$ cat src/verilog/periph_macros.svh
`ifndef PERIPH_MACROS_SVH
`define PERIPH_MACROS_SVH

// window bases on the system bus.
`define GPIO_BASE 16'hFF07
`define TIMER_BASE 16'hFF10

// each peripheral decodes eight consecutive byte addresses.
`define WINDOW_SIZE 16'd8

`define GPIO_OUT_LO 3'd0
`define GPIO_OUT_HI 3'd1
`define GPIO_IN_LO 3'd2
`define GPIO_IN_HI 3'd3
`define GPIO_RISE_LO 3'd4
`define GPIO_RISE_HI 3'd5
`define GPIO_FALL_LO 3'd6
`define GPIO_FALL_HI 3'd7

// control byte: bit 0 start, bit 1 one-shot, bit 2 interrupt enable.
`define TIMER_RELOAD_LO 3'd0
`define TIMER_RELOAD_HI 3'd1
`define TIMER_CTRL 3'd2
`define TIMER_COUNT_LO 3'd3
`define TIMER_COUNT_HI 3'd4

`endif
$ cat src/verilog/periph_pkg.sv
package periph_pkg;

    // system bus address and data widths.
    typedef logic [15:0] bus_addr_t;
    typedef logic [7:0] bus_data_t;

    // offset of a register inside an eight-byte window.
    typedef logic [2:0] reg_offset_t;

    // one bit per GPIO pin.
    typedef logic [15:0] pin_word_t;

    // a decoded bus access as seen by the register cells of one peripheral.
    typedef struct packed {
        logic select;
        reg_offset_t offset;
        logic write_en;
        bus_data_t data;
    } reg_access_t;

    typedef enum logic {
        timer_stopped,
        timer_running
    } timer_state_t;

endpackage

$ cat src/verilog/periph_bus.sv
`timescale 1ns/1ps

module periph_bus (
    input logic clk,
    input logic reset,
    input logic enable,
    input logic write_en,
    input periph_pkg::bus_addr_t addr,
    input periph_pkg::bus_data_t data_in,
    output periph_pkg::bus_data_t data_out,
    input periph_pkg::pin_word_t gpi,
    output periph_pkg::pin_word_t gpo,
    output logic gpio_interrupt,
    output logic timer_interrupt
);

    import periph_pkg::*;

    bus_data_t gpio_data;
    bus_data_t timer_data;

    // both peripherals see the raw bus and decode their own windows.
    gpio gpio_unit (
        .clk(clk),
        .reset(reset),
        .enable(enable),
        .write_en(write_en),
        .addr(addr),
        .data_in(data_in),
        .data_out(gpio_data),
        .gpi(gpi),
        .gpo(gpo),
        .interrupt(gpio_interrupt)
    );

    timer timer_unit (
        .clk(clk),
        .reset(reset),
        .enable(enable),
        .write_en(write_en),
        .addr(addr),
        .data_in(data_in),
        .data_out(timer_data),
        .interrupt(timer_interrupt)
    );

    // the windows do not overlap, and an unselected peripheral drives zero.
    assign data_out = gpio_data | timer_data;

endmodule

$ cat src/verilog/timer.sv
`timescale 1ns/1ps
`include "periph_macros.svh"

module timer (
    input logic clk,
    input logic reset,
    input logic enable,
    input logic write_en,
    input periph_pkg::bus_addr_t addr,
    input periph_pkg::bus_data_t data_in,
    output periph_pkg::bus_data_t data_out,
    output logic interrupt
);

    import periph_pkg::*;

    bus_addr_t relative;
    reg_access_t access;

    bus_data_t reload_lo_rd;
    bus_data_t reload_hi_rd;
    bus_data_t ctrl_rd;
    bus_data_t ctrl_value;
    bus_data_t count_lo_rd;
    bus_data_t count_hi_rd;

    logic [15:0] reload;
    logic [15:0] count;
    timer_state_t state;
    timer_state_t next_state;

    logic ctrl_write;
    logic start_write;
    logic match;

    assign relative = addr - `TIMER_BASE;

    assign access = '{
        select: enable && (relative < `WINDOW_SIZE),
        offset: relative[2:0],
        write_en: write_en,
        data: data_in
    };

    bus_register #(.reg_offset(`TIMER_RELOAD_LO), .reset_value(8'h00)) reload_lo_reg (
        .clk(clk), .reset(reset), .access(access),
        .value(reload[7:0]), .read_data(reload_lo_rd)
    );

    bus_register #(.reg_offset(`TIMER_RELOAD_HI), .reset_value(8'h00)) reload_hi_reg (
        .clk(clk), .reset(reset), .access(access),
        .value(reload[15:8]), .read_data(reload_hi_rd)
    );

    bus_register #(.reg_offset(`TIMER_CTRL), .reset_value(8'h00)) ctrl_reg (
        .clk(clk), .reset(reset), .access(access),
        .value(ctrl_value), .read_data(ctrl_rd)
    );

    assign ctrl_write = access.select && access.write_en && (access.offset == `TIMER_CTRL);
    assign start_write = ctrl_write && access.data[0];
    assign match = (state == timer_running) && (count == reload);

    // a control write always wins over the match in the same cycle.
    always_comb begin
        next_state = state;
        case (state)
            timer_stopped: if (start_write) next_state = timer_running;
            timer_running: begin
                if (ctrl_write && !access.data[0]) begin
                    next_state = timer_stopped;
                end else if (!ctrl_write && match && ctrl_value[1]) begin
                    next_state = timer_stopped;
                end
            end
            default: next_state = timer_stopped;
        endcase
    end

    always_ff @(posedge clk) begin
        if (!reset) begin
            state <= timer_stopped;
            count <= '0;
            interrupt <= 1'b0;
        end else begin
            state <= next_state;
            interrupt <= match && !ctrl_write && ctrl_value[2];
            if (start_write || (match && !ctrl_write)) begin
                count <= '0;
            end else if (state == timer_running && !ctrl_write) begin
                count <= count + 16'd1;
            end
        end
    end

    assign count_lo_rd = (access.select && access.offset == `TIMER_COUNT_LO) ? count[7:0] : '0;
    assign count_hi_rd = (access.select && access.offset == `TIMER_COUNT_HI) ? count[15:8] : '0;

    assign data_out = reload_lo_rd | reload_hi_rd | ctrl_rd | count_lo_rd | count_hi_rd;

endmodule

$ cat src/verilog/gpio.sv
`timescale 1ns/1ps
`include "periph_macros.svh"

module gpio (
    input logic clk,
    input logic reset,
    input logic enable,
    input logic write_en,
    input periph_pkg::bus_addr_t addr,
    input periph_pkg::bus_data_t data_in,
    output periph_pkg::bus_data_t data_out,
    input periph_pkg::pin_word_t gpi,
    output periph_pkg::pin_word_t gpo,
    output logic interrupt
);

    import periph_pkg::*;

    bus_addr_t relative;
    reg_access_t access;

    bus_data_t out_lo_rd;
    bus_data_t out_hi_rd;
    bus_data_t rise_lo_rd;
    bus_data_t rise_hi_rd;
    bus_data_t fall_lo_rd;
    bus_data_t fall_hi_rd;
    bus_data_t in_lo_rd;
    bus_data_t in_hi_rd;

    pin_word_t rise_mask;
    pin_word_t fall_mask;
    pin_word_t in_level;
    pin_word_t in_rising;
    pin_word_t in_falling;

    // the subtraction wraps below the base, so one compare bounds the window.
    assign relative = addr - `GPIO_BASE;

    assign access = '{
        select: enable && (relative < `WINDOW_SIZE),
        offset: relative[2:0],
        write_en: write_en,
        data: data_in
    };

    bus_register #(.reg_offset(`GPIO_OUT_LO), .reset_value(8'h00)) out_lo_reg (
        .clk(clk), .reset(reset), .access(access),
        .value(gpo[7:0]), .read_data(out_lo_rd)
    );

    bus_register #(.reg_offset(`GPIO_OUT_HI), .reset_value(8'h00)) out_hi_reg (
        .clk(clk), .reset(reset), .access(access),
        .value(gpo[15:8]), .read_data(out_hi_rd)
    );

    bus_register #(.reg_offset(`GPIO_RISE_LO), .reset_value(8'h00)) rise_lo_reg (
        .clk(clk), .reset(reset), .access(access),
        .value(rise_mask[7:0]), .read_data(rise_lo_rd)
    );

    bus_register #(.reg_offset(`GPIO_RISE_HI), .reset_value(8'h00)) rise_hi_reg (
        .clk(clk), .reset(reset), .access(access),
        .value(rise_mask[15:8]), .read_data(rise_hi_rd)
    );

    bus_register #(.reg_offset(`GPIO_FALL_LO), .reset_value(8'h00)) fall_lo_reg (
        .clk(clk), .reset(reset), .access(access),
        .value(fall_mask[7:0]), .read_data(fall_lo_rd)
    );

    bus_register #(.reg_offset(`GPIO_FALL_HI), .reset_value(8'h00)) fall_hi_reg (
        .clk(clk), .reset(reset), .access(access),
        .value(fall_mask[15:8]), .read_data(fall_hi_rd)
    );

    gpio_sync input_sync (
        .clk(clk),
        .reset(reset),
        .pins(gpi),
        .level(in_level),
        .rising(in_rising),
        .falling(in_falling)
    );

    // the inputs are read only, so they are muxed here rather than stored in a cell.
    assign in_lo_rd = (access.select && access.offset == `GPIO_IN_LO) ? in_level[7:0] : '0;
    assign in_hi_rd = (access.select && access.offset == `GPIO_IN_HI) ? in_level[15:8] : '0;

    always_ff @(posedge clk) begin
        if (!reset) begin
            interrupt <= 1'b0;
        end else begin
            interrupt <= |(in_rising & rise_mask) | |(in_falling & fall_mask);
        end
    end

    assign data_out = out_lo_rd | out_hi_rd | in_lo_rd | in_hi_rd
                    | rise_lo_rd | rise_hi_rd | fall_lo_rd | fall_hi_rd;

endmodule

$ cat src/verilog/gpio_sync.sv
`timescale 1ns/1ps

module gpio_sync (
    input logic clk,
    input logic reset,
    input periph_pkg::pin_word_t pins,
    output periph_pkg::pin_word_t level,
    output periph_pkg::pin_word_t rising,
    output periph_pkg::pin_word_t falling
);

    import periph_pkg::*;

    pin_word_t stage1;
    pin_word_t stage2;
    pin_word_t previous;

    // two flops take the asynchronous pins into the clock domain.
    always_ff @(posedge clk) begin
        if (!reset) begin
            stage1 <= '0;
            stage2 <= '0;
        end else begin
            stage1 <= pins;
            stage2 <= stage1;
        end
    end

    // previous copy of the synchronized level for edge detection.
    always_ff @(posedge clk) begin
        if (!reset) begin
            previous <= '0;
        end else begin
            previous <= stage2;
        end
    end

    assign level = stage2;

    // per-bit edges, so every pin is judged on its own.
    assign rising = stage2 & ~previous;
    assign falling = ~stage2 & previous;

endmodule

$ cat src/verilog/bus_register.sv
`timescale 1ns/1ps

module bus_register #(
    parameter periph_pkg::reg_offset_t reg_offset = '0,
    parameter periph_pkg::bus_data_t reset_value = '0
) (
    input logic clk,
    input logic reset,
    input periph_pkg::reg_access_t access,
    output periph_pkg::bus_data_t value,
    output periph_pkg::bus_data_t read_data
);

    import periph_pkg::*;

    bus_data_t stored;
    logic hit;

    // the cell answers only when its window is selected at its own offset.
    assign hit = access.select && (access.offset == reg_offset);

    always_ff @(posedge clk) begin
        if (!reset) begin
            stored <= reset_value;
        end else if (hit && access.write_en) begin
            stored <= access.data;
        end
    end

    assign value = stored;

    // zero when not addressed, so the peripheral can OR all cells together.
    assign read_data = hit ? stored : '0;

endmodule

$ cat config.mk
export PLATFORM = sky130hd
export DESIGN_NAME = periph_bus
export DESIGN_NICKNAME = d
export VERILOG_FILES = /design/src/verilog/periph_pkg.sv /design/src/verilog/periph_bus.sv /design/src/verilog/timer.sv /design/src/verilog/gpio.sv /design/src/verilog/gpio_sync.sv /design/src/verilog/bus_register.sv
export VERILOG_INCLUDE_DIRS = /design/src /design/src/verilog
export SDC_FILE = /design/constraint.sdc
export NUM_CORES = 1
export LEC_CHECK = 0
export ABC_CLOCK_PERIOD_IN_PS = 3700
export BUFFER_PORTS_ARGS = -buffer_cell sky130_fd_sc_hd__buf_4
export CORE_ASPECT_RATIO = 1.5
export CORE_MARGIN = 2
export CORE_UTILIZATION = 35
export DETAILED_ROUTE_END_ITERATION = 6
export PLACE_DENSITY = 0.63
export SETUP_SLACK_MARGIN = 0.1
export SLEW_MARGIN = 5
export SYNTH_ARGS = -nofsm -noshare
export SYNTH_HDL_FRONTEND = slang
export SYNTH_SLANG_ARGS = --single-unit
$ cat constraint.sdc
create_clock -name clk -period 3.7 [get_ports clk]
set_input_delay 0.555 -clock clk [delete_from_list [all_inputs] [get_ports clk]]
set_output_delay 0.555 -clock clk [all_outputs]
set_load 0.01 [all_outputs]
==> impl_results.rst <==
.. list-table::
   :header-rows: 1

   * - Metric
     - Value
   * - Critical path launch point
     - addr[6]
   * - Critical setup path kind
     - input port to output port
   * - Smallest hold slack
     - 0.338 ns
   * - Count of port buffers added during placement
     - 69
   * - Most Used Layer, Global Route
     - met2
   * - Final antenna diode count
     - 0
   * - Endpoint of the lowest-slack register-to-register path
     - timer_unit.count[15]
   * - Total number of clock tree sinks
     - 139
   * - Final routed wire length divided by cell count
     - between 15 and 20 microns
   * - Routed Antenna Nets
     - 0
   * - Post-cts resize count
     - 0
   * - P_leak
     - roughly 3.1 nW
   * - Area of all placed cells without fillers
     - about 7500 sq um
   * - Synth Cell Area
     - about 6200 sq um
   * - Power dissipated by switching net loads
     - roughly 0.74 mW
   * - Final period util
     - around 87%
   * - Largest area contributor in the synthesized netlist
     - dfxtp_1
   * - Total negative slack for setup checks
     - 0 ns
   * - Util after Layout
     - a little over two fifths
   * - Global Route met1 Usage
     - 21.0%
   * - Primary FF master, synth
     - dfxtp_1
   * - Top-area cell type share of the netlist area
     - a little under half
   * - Number of cell rows
     - 59
   * - Setup slack of the most critical reg-to-reg path
     - about 1.5 ns
   * - Sequential standard cell area
     - 2780 sq um
   * - Synthesized instance count
     - between 600 and 700
   * - Worst setup SP type
     - input port
   * - Largest vdd supply drop
     - roughly 310 uV
   * - Synth-to-Final Area Change
     - 21.4%
   * - Actual transition at the worst max-transition pin
     - about 0.66 ns
   * - Final setup violation count
     - 0
   * - Netlist cell types
     - 46
   * - Headroom to the max-slew limit
     - 56.1%
   * - Final RePlAce weighted congestion
     - about 0.94
   * - Result of the run
     - finished clean
   * - P_int
     - ~2.7 mW
   * - Worst endpoint data arrival time
     - around 2.7 ns
   * - Global-route wire length before repair
     - 26600 microns
   * - Number of global-route vias before repair
     - roughly 4900
   * - Cell area after placement
     - 6910 sq um
   * - Routed Wire Length
     - 16700 microns
   * - Required time reported for the critical path endpoint
     - ~3.1 ns
   * - Combinational power share
     - 5.1%
   * - Number of buffers inserted to repair setup after CTS
     - 0
   * - Fraction of registers with async set or reset after synthesis
     - 0%
   * - Die area
     - 18800 sq um
   * - Nets in the synthesized netlist
     - 714
   * - TritonCTS clock tree
     - done
   * - Total iterations of the first detailed-routing run
     - 7
   * - Seq pwr share
     - 45.1%
   * - Hold buffer count at cts
     - 0
   * - Post-synthesis sequential element count
     - 139
   * - DRC errors left
     - 0
   * - Sequential-to-total area share from yosys stat
     - 45.0%
   * - Core region area
     - ~17000 sq um
   * - Worst Reg-to-Reg Cells
     - 6
   * - Largest driver fanout on the critical path
     - 8
   * - Clock buffer depth
     - 2
   * - Die X
     - 113 microns
   * - Via density per instance
     - roughly 5.3
   * - Register clock-pin slew on the reported worst setup and hold paths
     - 0.05 ns
   * - Maximum clock skew at final layout
     - 0.00879 ns
   * - Final-stage net count
     - ~770
   * - Yosys Warn Count
     - 0
   * - DRC marker count from the first detailed-route iteration
     - ~420
   * - Clock Power Share
     - 49.9%
   * - Number of top-level design ports
     - 70
   * - CTS Root Buffer Type
     - clkbuf_16
   * - Starting density of the core
     - 35.6%
   * - Die height
     - between 150 and 200 microns
   * - Placed wire-length estimate
     - 12100 microns
   * - Crit path to
     - data_out[6]
   * - Worst reg2reg path startpoint
     - timer_unit.count[2]
   * - Antenna violations before repair
     - 0
   * - Latest clock arrival within the worst-skew pair
     - 0.42 ns
   * - Pins over their slew limit
     - 0
   * - EDFF count, synth
     - 0
   * - Number of hold violations in the final report
     - 0
   * - Cts bufs inserted
     - 17
   * - Routing usage on met3
     - 3.89%
   * - Setup crit end kind
     - output port
   * - GR Layer Usage met2
     - 32.0%
   * - Synth top area cells
     - dfxtp_1 (45%), mux2i_1 (13%), nand2_1 (5.2%)
   * - Largest net degree at the start of global routing
     - 56
   * - Area of the multi-input gates
     - ~3200 sq um
   * - Synthesized area per cell
     - roughly 9.3 sq um
   * - Shortest period the worst path allows
     - 3.21 ns
   * - Global router's overall resource usage
     - 18.1%
   * - GRT Residual Overflow
     - 0
   * - Switching portion of total power
     - 21.9%
   * - Maximum frequency from static timing analysis
     - 312 MHz
   * - Unrepaired setup endpoints after global routing
     - no
   * - Worst hold path type
     - input port to flop
   * - Total power divided by cell area
     - between 400 and 500 nW/um^2
   * - Overall power
     - 3.40 mW
   * - Max-cap violations
     - 0
   * - Max H-tree Level
     - 4
   * - Filler Cells Inserted
     - 1704
   * - Routed vias
     - 5027
   * - Share of final-layout standard cells stronger than drive strength 1
     - 18.4%
[cell type report]
cell class / instances / share of cell area, %
clock buffers: 22 / 6.45
flip-flops and latches: 139 / 37.1
clock inverters: 10 / 1.52
inverters: 8 / 0.400
well taps: 213 / 3.55
repair buffers: 84 / 8.40
multi-input cells: 477 / 42.6
[layer usage]
layer / vias to the layer above / routed length [microns]
li1: 2469 / -
met1: 2366 / 6790
met2: 154 / 8670
met3: 38 / 742
met4: 0 / 480
met5: - / 0
[sequential cells by signal (all words and copies together), names as in the netlist]
name / flops
gpio_unit.input_sync.level: 16
gpio_unit.input_sync.previous: 16
gpio_unit.input_sync.stage1: 16
timer_unit.count: 16
gpio_unit.fall_hi_reg.value: 8
gpio_unit.fall_lo_reg.value: 8
gpio_unit.out_hi_reg.value: 8
gpio_unit.out_lo_reg.value: 8
gpio_unit.rise_hi_reg.value: 8
gpio_unit.rise_lo_reg.value: 8
timer_unit.ctrl_reg.value: 8
timer_unit.reload_hi_reg.value: 8
timer_unit.reload_lo_reg.value: 8
gpio_unit.interrupt: 1
timer_unit.interrupt: 1
timer_unit.state: 1
[cell usage after synthesis (2+ instances only)]
cell and n:
nand2_1 86, and3_1 3, o211ai_1 9, xnor2_1 12, o21ai_0 14, a222oi_1 8
mux4_2 2, or4b_1 2, nor2_2 2, nor4b_1 2, nor3_1 10, buf_2 3
or2_2 4, mux2i_1 78, clkbuf_1 36, buf_1 3, xor2_1 19, nand3b_1 15
nand3_1 18, a221oi_1 14, mux2_2 9, nand4_1 5, a22o_1 10, or3_1 4
a31oi_1 4, nor2b_1 4, nor4_1 9, inv_1 7, a21oi_1 16, dfxtp_1 139
ha_1 3, o22ai_1 4, and2_1 49, nor2_1 52
[cells by family (layout without fill, tap and decap cells)]
logic type | Yosys count | count (layout) | synth area share, %
adder cells (fa/ha/maj) | 3 | 3 | 0.607
AND/OR/NAND/NOR | 271 | 271 | 22.0
multiplexers | 89 | 89 | 15.0
flip-flops | 139 | 139 | 45.0
XOR/XNOR | 31 | 31 | 4.39
AO/OA/AOI/OAI | 83 | 83 | 9.69
buffers and inverters | 51 | 124 | 3.28
[how the worst min path moves through the flow]
stage,startpoint,end,slack (ns),cells after the start
after global placement,gpio_unit.input_sync.stage1[2],gpio_unit.input_sync.level[2],0.42,1
after detailed placement,gpio_unit.input_sync.stage1[4],gpio_unit.input_sync.level[4],0.42,1
after CTS,gpi[10],gpio_unit.input_sync.stage1[10],0.32,2
final,gpi[2],gpio_unit.input_sync.stage1[2],0.34,2
after floorplan,gpio_unit.input_sync.stage1[0],gpio_unit.input_sync.level[0],0.41,1
after global routing,gpi[7],gpio_unit.input_sync.stage1[7],0.33,2
[power by group through the flow]
stage	Combinational (mW)	Clock [mW]	Sequential [mW]
3_3_place_gp	0.169	0	1.56
2_1_floorplan	0.0952	0	1.56
3_5_place_dp	0.171	0	1.56
6_report	0.172	1.69	1.53
4_1_cts	0.172	1.73	1.53
5_1_grt	0.189	1.80	1.53
[cell usage in the layout, fill, tap and decap left out, types with 2 or more instances in the layout]
| cell type | synthesis | final |
|---|---|---|
| or2_2 | 4 | 4 |
| nor4b_1 | 2 | 2 |
| clkinvlp_4 | 0 | 4 |
| nand2_1 | 86 | 86 |
| or3_1 | 4 | 4 |
| o211ai_1 | 9 | 9 |
| or4b_1 | 2 | 2 |
| clkinv_2 | 0 | 3 |
| dfxtp_1 | 139 | 139 |
| inv_1 | 7 | 7 |
| nand3_1 | 18 | 18 |
| nand3b_1 | 15 | 15 |
| mux2_2 | 9 | 9 |
| mux4_2 | 2 | 2 |
| xor2_1 | 19 | 19 |
| a222oi_1 | 8 | 8 |
| a31oi_1 | 4 | 4 |
| ha_1 | 3 | 3 |
| o22ai_1 | 4 | 4 |
| xnor2_1 | 12 | 12 |
| and3_1 | 3 | 3 |
| buf_4 | 0 | 84 |
| nand4_1 | 5 | 5 |
| o21ai_0 | 14 | 14 |
| a21oi_1 | 16 | 16 |
| nor3_1 | 10 | 10 |
| and2_1 | 49 | 49 |
| clkbuf_16 | 0 | 17 |
| a22o_1 | 10 | 10 |
| nor2_2 | 2 | 2 |
| clkbuf_8 | 0 | 4 |
| nor2b_1 | 4 | 4 |
| nor2_1 | 52 | 52 |
| a221oi_1 | 14 | 14 |
| nor4_1 | 9 | 9 |
| bufinv_16 | 0 | 2 |
| mux2i_1 | 78 | 78 |
[critical path: stages]
cell,delay (ns)
buf_4,0.11
or4b_1,0.50
or4_4,0.47
nor2_1,0.13
and3_1,0.38
a222oi_1,0.15
o211ai_1,0.17
buf_4,0.17
[stage by stage]
| step | worst slack [ns] | instances |
|---|---|---|
| 4_1_cts | 0.486 | 953 |
| 2_1_floorplan | 0.382 | 667 |
| 3_3_place_gp | 0.477 | 921 |
| 5_1_grt | 0.380 | 953 |
| 6_report | 0.494 | 953 |
| 3_5_place_dp | 0.487 | 921 |
No activity file was read; power rests on OpenSTA's default activity.
